==> src/design/core_pkg.sv <==
// Shared types and constants for the RV32I integer datapath
// Loads, stores and CSRs are not part of this subset

package core_pkg;

    typedef logic [31:0] word_t;
    typedef logic [4:0]  addr_t;

    localparam int IMEM_DEPTH = 64;
    localparam int IMEM_AW    = 6;

    localparam logic [6:0] OPC_OP     = 7'b0110011;
    localparam logic [6:0] OPC_OPIMM  = 7'b0010011;
    localparam logic [6:0] OPC_LUI    = 7'b0110111;
    localparam logic [6:0] OPC_AUIPC  = 7'b0010111;
    localparam logic [6:0] OPC_JAL    = 7'b1101111;
    localparam logic [6:0] OPC_JALR   = 7'b1100111;
    localparam logic [6:0] OPC_BRANCH = 7'b1100011;

    // Source of a register operand in decode
    typedef enum logic [1:0] {RS_RF, RS_ALU, RS_WB} rs_t;

    typedef enum logic {OP1_RS1, OP1_PC} op1_t;

    typedef enum logic [2:0] {
        OP2_RS2, OP2_I_IMM, OP2_B_IMM, OP2_U_IMM, OP2_J_IMM
    } op2_t;

    // Execute class
    typedef enum logic [2:0] {
        OP_NULL, OP_ALU, OP_BRANCH, OP_JAL, OP_JALR, OP_LUI
    } op_t;

    typedef enum logic [3:0] {
        FUN_ADD, FUN_SUB, FUN_AND, FUN_OR, FUN_XOR,
        FUN_SLT, FUN_SLTU, FUN_SLL, FUN_SRL, FUN_SRA
    } fun_t;

    // One instruction word, viewed in each base format
    typedef union packed {
        struct packed {
            logic [6:0] funct7;
            addr_t      rs2;
            addr_t      rs1;
            logic [2:0] funct3;
            addr_t      rd;
            logic [6:0] opcode;
        } r;
        struct packed {
            logic [11:0] imm_11_0;
            addr_t       rs1;
            logic [2:0]  funct3;
            addr_t       rd;
            logic [6:0]  opcode;
        } i;
        struct packed {
            logic [6:0] imm_11_5;
            addr_t      rs2;
            addr_t      rs1;
            logic [2:0] funct3;
            logic [4:0] imm_4_0;
            logic [6:0] opcode;
        } s;
        struct packed {
            logic       imm_12;
            logic [5:0] imm_10_5;
            addr_t      rs2;
            addr_t      rs1;
            logic [2:0] funct3;
            logic [3:0] imm_4_1;
            logic       imm_11;
            logic [6:0] opcode;
        } sb;
        struct packed {
            logic [19:0] imm_31_12;
            addr_t       rd;
            logic [6:0]  opcode;
        } u;
        struct packed {
            logic       imm_20;
            logic [9:0] imm_10_1;
            logic       imm_11;
            logic [7:0] imm_19_12;
            addr_t      rd;
            logic [6:0] opcode;
        } uj;
    } inst_t;

    typedef struct packed {
        op_t        op;
        fun_t       fun;
        logic [2:0] funct3;
        op1_t       op1;
        op2_t       op2;
    } ctrl_t;

endpackage

==> src/design/control.sv <==
// Opcode and funct decoder, purely combinational
// Unsupported encodings flag bad and decode as a null operation
`timescale 1ns/1ps

module control (
    input  logic [6:0]      opcode,
    input  logic [2:0]      funct3,
    input  logic [6:0]      funct7,
    output logic            bad,
    output core_pkg::ctrl_t ctrl
);
    import core_pkg::*;

    logic alt;
    logic f7_ok_op;
    logic f7_ok_imm;
    fun_t alu_fun;

    assign alt = funct7 == 7'b0100000;

    // Only add/sub and srl/sra have an alternate encoding
    assign f7_ok_op = (funct7 == 7'd0) | (alt & ((funct3 == 3'b000) | (funct3 == 3'b101)));
    assign f7_ok_imm = (funct3 == 3'b001) ? (funct7 == 7'd0) :
                       (funct3 == 3'b101) ? ((funct7 == 7'd0) | alt) : 1'b1;

    always_comb begin
        case (funct3)
            3'b000:  alu_fun = (alt && opcode == OPC_OP) ? FUN_SUB : FUN_ADD;
            3'b001:  alu_fun = FUN_SLL;
            3'b010:  alu_fun = FUN_SLT;
            3'b011:  alu_fun = FUN_SLTU;
            3'b100:  alu_fun = FUN_XOR;
            3'b101:  alu_fun = alt ? FUN_SRA : FUN_SRL;
            3'b110:  alu_fun = FUN_OR;
            default: alu_fun = FUN_AND;
        endcase
    end

    always_comb begin
        ctrl.op     = OP_NULL;
        ctrl.fun    = FUN_ADD;
        ctrl.funct3 = funct3;
        ctrl.op1    = OP1_RS1;
        ctrl.op2    = OP2_RS2;
        bad         = 1'b0;
        case (opcode)
            OPC_OP: begin
                bad = ~f7_ok_op;
                if (f7_ok_op) begin
                    ctrl.op  = OP_ALU;
                    ctrl.fun = alu_fun;
                end
            end
            OPC_OPIMM: begin
                bad = ~f7_ok_imm;
                if (f7_ok_imm) begin
                    ctrl.op  = OP_ALU;
                    ctrl.fun = alu_fun;
                    ctrl.op2 = OP2_I_IMM;
                end
            end
            OPC_LUI: begin
                ctrl.op  = OP_LUI;
                ctrl.op2 = OP2_U_IMM;
            end
            OPC_AUIPC: begin
                ctrl.op  = OP_ALU;
                ctrl.op1 = OP1_PC;
                ctrl.op2 = OP2_U_IMM;
            end
            OPC_JAL: begin
                ctrl.op  = OP_JAL;
                ctrl.op1 = OP1_PC;
                ctrl.op2 = OP2_J_IMM;
            end
            OPC_JALR: begin
                bad = funct3 != 3'b000;
                if (funct3 == 3'b000) begin
                    ctrl.op  = OP_JALR;
                    ctrl.op2 = OP2_I_IMM;
                end
            end
            OPC_BRANCH: begin
                // funct3 010 and 011 are not branch conditions
                bad = funct3[2:1] == 2'b01;
                if (funct3[2:1] != 2'b01) begin
                    ctrl.op  = OP_BRANCH;
                    ctrl.op1 = OP1_PC;
                    ctrl.op2 = OP2_B_IMM;
                end
            end
            default: bad = 1'b1;
        endcase
    end

endmodule

==> src/design/decode.sv <==
// Decode stage, one register between fetch and execute
// Operands are forwarded from execute and retire, so no stall is needed
`timescale 1ns/1ps

module decode (
    input  logic            clk,
    input  logic            rst_n,
    input  logic            flush,
    input  logic            if_valid,
    output logic            if_ready,
    input  core_pkg::word_t if_pc,
    input  core_pkg::inst_t if_ir,
    input  core_pkg::rs_t   rs1_sel,
    input  core_pkg::rs_t   rs2_sel,
    input  core_pkg::word_t alu_data,
    input  core_pkg::word_t wb_data,
    input  core_pkg::word_t rs1_data,
    input  core_pkg::word_t rs2_data,
    output core_pkg::addr_t rs1_addr,
    output core_pkg::addr_t rs2_addr,
    output logic            illegal,
    output logic            id_valid,
    input  logic            id_ready,
    output core_pkg::ctrl_t id_ctrl,
    output core_pkg::word_t id_pc,
    output core_pkg::word_t id_op1,
    output core_pkg::word_t id_op2,
    output core_pkg::word_t id_rs1,
    output core_pkg::word_t id_rs2,
    output core_pkg::addr_t id_rd
);
    import core_pkg::*;

    ctrl_t ctrl;
    logic  bad;
    word_t i_imm;
    word_t b_imm;
    word_t u_imm;
    word_t j_imm;
    word_t rs1;
    word_t rs2;
    word_t op1;
    word_t op2;

    assign rs1_addr = if_ir.r.rs1;
    assign rs2_addr = if_ir.r.rs2;

    control u_control (
        .opcode (if_ir.r.opcode),
        .funct3 (if_ir.r.funct3),
        .funct7 (if_ir.r.funct7),
        .bad    (bad),
        .ctrl   (ctrl)
    );

    // Sign-extended immediates
    assign i_imm = {{20{if_ir.i.imm_11_0[11]}}, if_ir.i.imm_11_0};
    assign b_imm = {{19{if_ir.sb.imm_12}}, if_ir.sb.imm_12, if_ir.sb.imm_11,
                    if_ir.sb.imm_10_5, if_ir.sb.imm_4_1, 1'b0};
    assign u_imm = {if_ir.u.imm_31_12, 12'd0};
    assign j_imm = {{11{if_ir.uj.imm_20}}, if_ir.uj.imm_20, if_ir.uj.imm_19_12,
                    if_ir.uj.imm_11, if_ir.uj.imm_10_1, 1'b0};

    // Forwarding muxes
    assign rs1 = (rs1_sel == RS_ALU) ? alu_data : (rs1_sel == RS_WB) ? wb_data : rs1_data;
    assign rs2 = (rs2_sel == RS_ALU) ? alu_data : (rs2_sel == RS_WB) ? wb_data : rs2_data;

    assign op1 = (ctrl.op1 == OP1_PC) ? if_pc : rs1;

    always_comb begin
        case (ctrl.op2)
            OP2_I_IMM: op2 = i_imm;
            OP2_B_IMM: op2 = b_imm;
            OP2_U_IMM: op2 = u_imm;
            OP2_J_IMM: op2 = j_imm;
            default:   op2 = rs2;
        endcase
    end

    always_ff @(negedge clk or negedge rst_n) begin
        if (!rst_n) begin
            id_valid <= 1'b0;
        end else if (flush) begin
            id_valid <= 1'b0;
        end else if (id_ready) begin
            id_valid <= if_valid;
        end
    end

    always_ff @(negedge clk) begin
        if (id_ready) begin
            id_ctrl <= ctrl;
            id_pc   <= if_pc;
            id_op1  <= op1;
            id_op2  <= op2;
            id_rs1  <= rs1;
            id_rs2  <= rs2;
            id_rd   <= if_ir.r.rd;
        end
    end

    assign if_ready = id_ready;
    assign illegal  = bad & if_valid;

    a_valid_known: assert property (@(negedge clk) disable iff (!rst_n) !$isunknown(id_valid));

endmodule

==> config.mk <==
export PLATFORM = sky130hd
export DESIGN_NAME = decode
export DESIGN_NICKNAME = d
export VERILOG_FILES = /design/src/design/core_pkg.sv /design/src/design/control.sv /design/src/design/decode.sv
export SDC_FILE = /design/constraint.sdc
export NUM_CORES = 1
export LEC_CHECK = 0
export ABC_AREA = 0
export CAP_MARGIN = 25
export CORE_UTILIZATION = 25
export CTS_CLUSTER_DIAMETER = 200
export DETAILED_ROUTE_END_ITERATION = 8
export DONT_BUFFER_PORTS = 1
export SLEW_MARGIN = 10
export SYNTH_ARGS = -nofsm -noshare
export SYNTH_HDL_FRONTEND = slang
export SYNTH_SLANG_ARGS = --single-unit
==> constraint.sdc <==
create_clock -name clk -period 1.6 [get_ports clk]
set_input_delay 0.08 -clock clk [delete_from_list [all_inputs] [get_ports clk]]
set_output_delay 0.08 -clock clk [all_outputs]
set_load 0.01 [all_outputs]
==> results of run 1 <==
==> registers in the layout, summed over array words and instances (netlist names) <==
name and cells:
id_op1 32, id_op2 32, id_pc 32, id_rs1 32, id_rs2 32, id_ctrl 14, id_rd 5, id_valid 1
==> timing repair <==
item	4_1_cts	5_1_grt
resized for setup	77	49
endpoints found under the setup margin	251	251
pin swaps	9	16
hold buffers	0	0
cloned	6	5
setup buffers	20	9
==> routing by layer <==
layer / share of wire / track usage
met4: 0.022 / 0.0963
met3: 0.089 / 0.0832
met1: 0.36 / 0.166
met2: 0.52 / 0.300
met5: 0 / 0
==> final cells by class <==
| cell class | instances | area [sq um] | share of cell area |
|---|---|---|---|
| clock buffer | 17 | 425 | 0.0363 |
| clock inverter | 193 | 820 | 0.0699 |
| inverter | 2 | 12.5 | 0.00107 |
| multi-input combinational | 388 | 3520 | 0.301 |
| sequential | 180 | 5400 | 0.460 |
| tap | 442 | 553 | 0.0472 |
| timing repair buffer | 91 | 992 | 0.0846 |
==> cells in the final DEF (no fill, tap or decap), drive strengths merged, types with 2 or more instances in the layout <==
cell type  netlist  final
clkbuf          28     21
nor2b           34     34
xor2             3      3
and3             3      3
inv              2    190
a21boi           2      2
buf             25     87
o32ai            2      2
nand2b           8      8
a221o           11     11
or2              2      2
nand3           12     12
o21ai           18     18
o22ai           34     34
mux2            33     33
nor3             3      6
edfxtp         179    179
nor2            74     74
a211oi          34     34
nor3b            3      3
clkinv           1      3
nand2            6      6
a21oi           44     44
mux2i           35     35
a22oi            2      2
a22o             6      6
==> metrics by stage <==
step / cells / hold WS (ns) / worst slack [ns] / setup TNS [ns] / area (sq um)
2_1_floorplan: 621 / 0.252 / -0.924 / -58.33 / 9080
4_1_cts: 1310 / 0.0335 / -0.499 / -63.12 / 11400
6_report: 1313 / 0.0465 / -0.540 / -58.30 / 11700
5_1_grt: 1313 / 0.0332 / -0.541 / -66.62 / 11700
3_3_place_gp: 1075 / 0.160 / -1.35 / -83.12 / 9610
3_5_place_dp: 1075 / 0.160 / -1.39 / -84.97 / 9610
==> cells by family (layout without fill, tap and decap cells) <==
| group | count (synthesis) | after routing | share of synthesized area |
|---|---|---|---|
| flops | 180 | 180 | 0.650 |
| compound gates | 161 | 161 | 0.130 |
| buf+inv | 56 | 303 | 0.0343 |
| mux | 68 | 68 | 0.0869 |
| simple gates | 153 | 156 | 0.0958 |
| xor+xnor | 3 | 3 | 0.00316 |
==> where the power goes <==
part	total (W)	switching, W	internal [W]
clock network	0.00609	0.00328	0.00280
registers	0.00630	0.000482	0.00582
logic	0.00120	0.000555	0.000650
total	0.0136	0.00432	0.00927
==> worst paths after layout <==
path | slack (ns) | to
hold reg to reg | 0.57 | id_valid$_DFFE_NN0P_
hold / removal | 0.05 | id_valid$_DFFE_NN0P_
setup reg to reg | 0.87 | id_valid$_DFFE_NN0P_
max in group asynchronous | 1.46 | id_valid$_DFFE_NN0P_
min in group clk | 0.16 | rs1_addr[1]
setup / recovery | -0.54 | id_op2[18]$_DFFE_NP_
==> worst max-delay path, stage by stage <==
cell and delay, ns:
nand4bb_4 0.20, or3_4 0.41, o22a_4 0.28, clkinv_4 0.09
nor3_4 0.07, buf_6 0.12, a221o_1 0.29
==> impl_metrics.csv, run 1 <==
group,metric,value,unit
setup_path,startpoint,"if_ir[2]",
clocking,clk-insertion-delay-late,0.41,ns
floorplanning,initial_utilization,0.255,
route,ant_nets,0,
run_status,outcome,"complete, but fails checks",
global_routing,track_usage,0.172,
floorplanning,core_area,32600,sq um
setup_path,worst_ep_arrival_time,1.55,ns
layout,area_growth,41.1,%
route,vias_per_cell,4.95,
logic_synthesis,synth_most_common_cell,"edfxtp_1",
global_routing,antenna_found_initial,0,
setup_path,worstSetupEndpointType,"flop",
timing,setup_slack,-0.540,ns
logic_synthesis,yosysUniqueCellTypes,52,
layout,drive_above_1_share,0.315,
route,num_vias,6497,
logic_synthesis,synthesis.area,8310,sq um
logic_synthesis,synth_top_cell_area_share,0.647,
setup_path,r2r_cells,2,
route,drc,0,
global_routing,grt_pass1_wl,41800,um
clocking,cts-root-buf,"clkbuf_16",
timing,skew,0,ns
timing,maxSlewViolCount,0,
pwr,leakagePower,4.89,nW
layout,layout.nets,1060,
setup_path,r2r-start,"id_valid$_DFFE_NN0P_",
floorplanning,fp-row-count,66,
floorplanning,dieArea,34000,sq um
pwr,power,0.0136,W
floorplanning,fp.dieH,184,um
clocking,cts_max_level,4,
timing,rsz0062_at_grt,"yes",
run_status,violations,"setup timing",
floorplanning,pin_count,393,
setup_path,critical_path_class,"in -> reg",
layout,antennaDiodeCount,0,
route,first_pass_iters,5,
logic_synthesis,yosysWarningCount,0,
route,wl,31000,um
placement,post-dp-hpwl,20600,um
pwr,powerDensity,1160,nW/um^2
logic_synthesis,synth.avg_cell_area,13.4,sq um
logic_synthesis,synth_common_cells,"179 x edfxtp_1, 74 x nor2_1, 44 x a21oi_1, 35 x mux2i_1",
clocking,clk_pin_slew,0.05,ns
setup_path,crit_fanout,7,
layout,nFillCells,3187,
logic_synthesis,syn_inst,621,
global_routing,overflow,0,
logic_synthesis,synth_ff_type,"edfxtp_1",
route,first_iter_violations,276,
global_routing,grt_pass1_vias,6884,
setup_path,critPathLaunchType,"primary input",
logic_synthesis,yosysTopAreaCell,"edfxtp_1",
placement,buffer_ports.inserted,0,
logic_synthesis,yosys-top-cells-area,"edfxtp_1 65%, mux2_2 4.3%, mux2i_1 4.2%",
setup_path,cp.required,1.01,ns
logic_synthesis,ys_ff_latch,180,
logic_synthesis,syn_nets,822,
clocking,numCtsBuffers,17,
logic_synthesis,synth_edf_count,179,
clocking,cts_tree,"built",
min_path,min_path_type,"in -> async",
global_routing,grt_max_degree,182,
floorplanning,die_x,184,um
clocking,clk_path_buf_depth,2,
timing,setup_violations,253,
pwr,ir_drop,0.685,mV
placement,finalWeightedCongestion,0.780,
route,drt-wirelength-per-cell,23.6,um
timing,worst_slew_pin_slew,0.622,ns
layout,fin_util,0.360,
logic_synthesis,ys_seq_area_frac,0.650,
logic_synthesis,async_flop_share,0.00556,
timing,max-slew-margin-rel,0.583,
timing,final_hold_viol_count,0,
clocking,cts.sinks,180,
job,drv_cap,0,
Note: power is estimated with default switching activity, not from simulation.
==> run 2: changes to the inputs <==
- CORE_MARGIN: default -> 5
==> impl_metrics.csv, run 2 (synthesis gave the netlist of run 1 again) <==
group,metric,value,unit
clocking,clk_path_buf_depth,2,
setup_path,cpLargestDelayFamily,"simple AND/OR/NAND/NOR gates",
global_routing,track_usage,0.161,
floorplanning,pin_count,393,
floorplanning,initial_utilization,0.254,
floorplanning,fp-row-count,66,
timing,maxSlewViolCount,0,
route,wl,32500,um
pwr,powerDensity,1170,nW/um^2
layout,final_cell_mix,"182 x inv_1, 179 x edfxtp_1, 69 x nor2_1",
run_status,violations,"setup timing",
setup_path,critical_path_class,"in -> reg",
global_routing,overflow,0,
setup_path,crit_chain,"nand4bb_4 > or3_4 > o22a_4 > buf_12 > and3_1 > a221o_1",
floorplanning,core_area,32700,sq um
global_routing,grt_pass1_vias,6889,
setup_path,critPathBufInv,1,
route,vias_per_cell,4.86,
clocking,numCtsBuffers,17,
route,num_vias,6400,
clocking,clk-insertion-delay-late,0.41,ns
min_path,min_path_type,"in -> async",
global_routing,grt_pass1_wl,43300,um
timing,setup_violations,251,
route,first_iter_violations,349,
layout,fin_util,0.356,
setup_path,worstSetupEndpointType,"flop",
timing,final_hold_viol_count,0,
floorplanning,dieArea,37000,sq um
pwr,ir_drop,0.690,mV
setup_path,crit_fanout,9,
clocking,cts_hold_buffers,0,
floorplanning,die_x,192,um
route,first_pass_iters,5,
layout,drive_above_1_share,0.307,
route,drc,0,
global_routing,grt_max_degree,182,
pwr,leakagePower,4.86,nW
layout,antennaDiodeCount,0,
placement,finalWeightedCongestion,0.807,
job,drv_cap,0,
clocking,clk_pin_slew,0.05,ns
placement,post-dp-hpwl,22300,um
route,ant_nets,0,
timing,rsz0062_at_grt,"yes",
layout,layout.nets,1063,
layout,nFillCells,3249,
clocking,cts-root-buf,"clkbuf_16",
clocking,cts.sinks,180,
run_status,outcome,"complete, but fails checks",
timing,worst_slew_pin_slew,0.509,ns
timing,setup_slack,-0.533,ns
setup_path,slowest_delay,0.39,ns
clocking,cts_max_level,4,
layout,area_growth,40.1,%
setup_path,critPathSlowestCell,"or3_4",
timing,max-slew-margin-rel,0.660,
placement,post-place-ws,-1.38,ns
setup_path,cp.required,0.99,ns
timing,skew,0,ns
setup_path,worst_ep_arrival_time,1.53,ns
layout,layout_commonest_cell,"inv_1",
setup_path,critPathLaunchType,"primary input",
clocking,cts_tree,"built",
floorplanning,fp.dieH,192,um
placement,buffer_ports.inserted,0,
global_routing,antenna_found_initial,0,
route,drt-wirelength-per-cell,24.7,um
-- run 2: worst paths after layout --
path                            slack [ns]  cells after the start            startpoint              endpoint
max in group asynchronous             1.45                      0                 rst_n  id_valid$_DFFE_NN0P_
worst max register to register        0.89                      2  id_valid$_DFFE_NN0P_  id_valid$_DFFE_NN0P_
min in group clk                      0.16                      0             if_ir[19]           rs1_addr[4]
worst min register to register        0.54                      2  id_valid$_DFFE_NN0P_  id_valid$_DFFE_NN0P_
worst min-delay path                  0.05                      0                 rst_n  id_valid$_DFFE_NN0P_
worst max-delay path                 -0.53                      6              if_ir[2]   id_op2[3]$_DFFE_NP_
-- run 2: layout make-up --
class,count,area (sq um),share of cell area
well taps,442,553,0.0475
flip-flops and latches,180,5400,0.464
clock buffers,17,425,0.0365
repair buffers,94,968,0.0832
clock inverters,194,823,0.0707
inverters,2,20.0,0.00172
multi-input cells,388,3450,0.296
-- run 2: layer usage --
layer / track usage / share of wire
met3: 0.0814 / 0.095
met4: 0.0828 / 0.027
met5: 0 / 0
met1: 0.165 / 0.37
met2: 0.272 / 0.51
-- run 2: repair_timing --
action,in CTS,in global routing
pin swaps,8,6
gates cloned,6,2
buffers inserted,18,6
gates resized for setup,61,40
endpoints found under the setup margin,252,252
-- run 2: power breakdown --
group / total, W / switching [W] / internal [W] / leakage (nW)
logic: 0.00119 / 0.000546 / 0.000644 / 1.85
registers: 0.00632 / 0.000500 / 0.00582 / 1.77
clock network: 0.00611 / 0.00331 / 0.00280 / 1.24
total: 0.0136 / 0.00436 / 0.00926 / 4.86
-- run 2: stage by stage --
stage / hold WS (ns) / setup TNS, ns / cells / cell area, sq um / power [W]
6_report: 0.0479 / -59.80 / 1317 / 11600 / 0.0136
5_1_grt: 0.0275 / -68.62 / 1317 / 11600 / 0.0145
4_1_cts: 0.0354 / -64.76 / 1312 / 11400 / 0.0139
3_5_place_dp: 0.160 / -85.27 / 1078 / 9630 / 0.00810
3_3_place_gp: 0.160 / -83.43 / 1078 / 9630 / 0.00810
2_1_floorplan: 0.252 / -58.33 / 621 / 9080 / 0.00774
==> run 3: changes to the inputs <==
- CELL_PAD_IN_SITES_DETAIL_PLACEMENT: default -> 0
- CELL_PAD_IN_SITES_GLOBAL_PLACEMENT: default -> 2
- PLACE_DENSITY_LB_ADDON: default -> 0.1
==> impl_metrics.csv, run 3 (synthesis gave the netlist of run 1 again) <==
group,metric,value,unit
setup_path,critPathSlowestCell,"or3_4",
global_routing,grt_pass1_wl,43400,um
clocking,clk-insertion-delay-late,0.40,ns
floorplanning,initial_utilization,0.254,
timing,rsz0062_at_grt,"yes",
route,drt-wirelength-per-cell,24.6,um
timing,setup_violations,251,
setup_path,worst_ep_arrival_time,1.52,ns
pwr,ir_drop,0.699,mV
clocking,cts.sinks,180,
placement,buffer_ports.inserted,0,
setup_path,worst-r2r-setup-slack,0.88,ns
layout,antennaDiodeCount,0,
floorplanning,fp.dieH,192,um
timing,setup_slack,-0.514,ns
timing,skew,0,ns
timing,max-slew-margin-rel,0.643,
setup_path,critical_path_class,"in -> reg",
route,num_vias,6230,
floorplanning,fp-row-count,66,
setup_path,crit_fanout,11,
route,first_pass_iters,4,
route,drc,0,
layout,area_growth,37.5,%
setup_path,r2r_cells,2,
pwr,leakagePower,4.75,nW
clocking,clk_pin_slew,0.05,ns
floorplanning,die_x,192,um
route,first_iter_violations,201,
layout,layout.nets,1047,
min_path,min_path_type,"in -> async",
setup_path,cpLargestDelayFamily,"simple AND/OR/NAND/NOR gates",
pwr,powerDensity,1170,nW/um^2
timing,setup_tns,-59.32,ns
run_status,outcome,"complete, but fails checks",
run_status,violations,"setup timing",
layout,drive_above_1_share,0.296,
setup_path,startpoint,"if_ir[2]",
job,drv_cap,0,
floorplanning,core_area,32700,sq um
global_routing,grt_max_degree,182,
global_routing,antenna_found_initial,0,
timing,worst_slew_pin_slew,0.533,ns
layout,final_cells,1301,
setup_path,reg2reg_to,"id_valid$_DFFE_NN0P_",
layout,layout_commonest_cell,"inv_1",
clocking,cts-root-buf,"clkbuf_16",
global_routing,overflow,0,
setup_path,critPathLaunchType,"primary input",
floorplanning,dieArea,37000,sq um
clocking,cts_tree,"built",
clocking,numCtsBuffers,17,
placement,dp.cells,1071,
setup_path,cp.required,1.00,ns
floorplanning,pin_count,393,
global_routing,track_usage,0.161,
placement,finalWeightedCongestion,0.761,
setup_path,worstSetupEndpointType,"flop",
placement,post-dp-hpwl,22800,um
timing,maxSlewViolCount,0,
clocking,cts_max_level,4,
route,wl,32000,um
setup_path,slowest_delay,0.39,ns
global_routing,grt_pass1_vias,6859,
setup_path,critPathBufInv,2,
route,vias_per_cell,4.79,
route,ant_nets,0,
clocking,cts_hold_buffers,0,
timing,final_hold_viol_count,0,
setup_path,crit_chain,"nand4bb_4 > or3_4 > o22a_4 > inv_4 > nor3_4 > buf_8 > a221o_1",
setup_path,r2r-start,"id_valid$_DFFE_NN0P_",
layout,final_cell_mix,"180 x inv_1, 179 x edfxtp_1, 70 x nor2_1",
clocking,clk_path_buf_depth,2,
==> run 3: changes by cell type in the layout (fill, tap and decap cells not counted), sizes merged <==
cell	delta
nor3	-3
buf	-14
clkinvlp	+2
clkinv	-1
inv	-1
clkbuf	+1
==> run 3: routing by layer <==
metal,up-vias,wire (um),GRT usage
li1,2847,-,-
met1,3026,11700,0.161
met2,325,16100,0.270
met3,32,3660,0.0990
met4,0,507,0.0642
met5,-,0,0
==> run 3: final cells by class <==
type,count,area (sq um)
fill,3297,21300
sequential,180,5400
multi-input combinational,385,3370
timing repair buffer,81,853
clock inverter,194,823
tap,442,553
clock buffer,17,425
inverter,2,10.0
==> run 3: report_power, final <==
part / internal (W) / switching [W] / leakage, nW
sequential: 0.00582 / 0.000488 / 1.77
combinational: 0.000603 / 0.000502 / 1.75
clock: 0.00279 / 0.00322 / 1.23
total: 0.00921 / 0.00421 / 4.75
==> run 3: stage by stage <==
step	power, W	setup WS [ns]	hold WS, ns	area (sq um)	util
2_1_floorplan	0.00774	-0.924	0.252	9080	-
3_3_place_gp	0.00805	-1.44	0.160	9560	0.292
3_5_place_dp	0.00805	-1.13	0.160	9580	0.293
4_1_cts	0.0138	-0.480	0.0282	11200	0.343
5_1_grt	0.0144	-0.518	0.0263	11400	0.350
6_report	0.0134	-0.514	0.0507	11400	0.350
==> run 3: how the worst max path moves through the flow <==
stage,end,cells past startpoint
3_3_place_gp,id_op2[25]$_DFFE_NP_,7
2_1_floorplan,id_op2[13]$_DFFE_NP_,7
6_report,id_op2[13]$_DFFE_NP_,7
5_1_grt,id_op2[12]$_DFFE_NP_,7
3_5_place_dp,id_op2[31]$_DFFE_NP_,7
4_1_cts,id_op2[8]$_DFFE_NP_,8
==> run 3: repair_timing <==
item | CTS | global route
pin swaps | 6 | 5
setup buffers | 11 | 6
cloned | 2 | 3
endpoints found under the setup margin | 251 | 251
resized for setup | 69 | 28
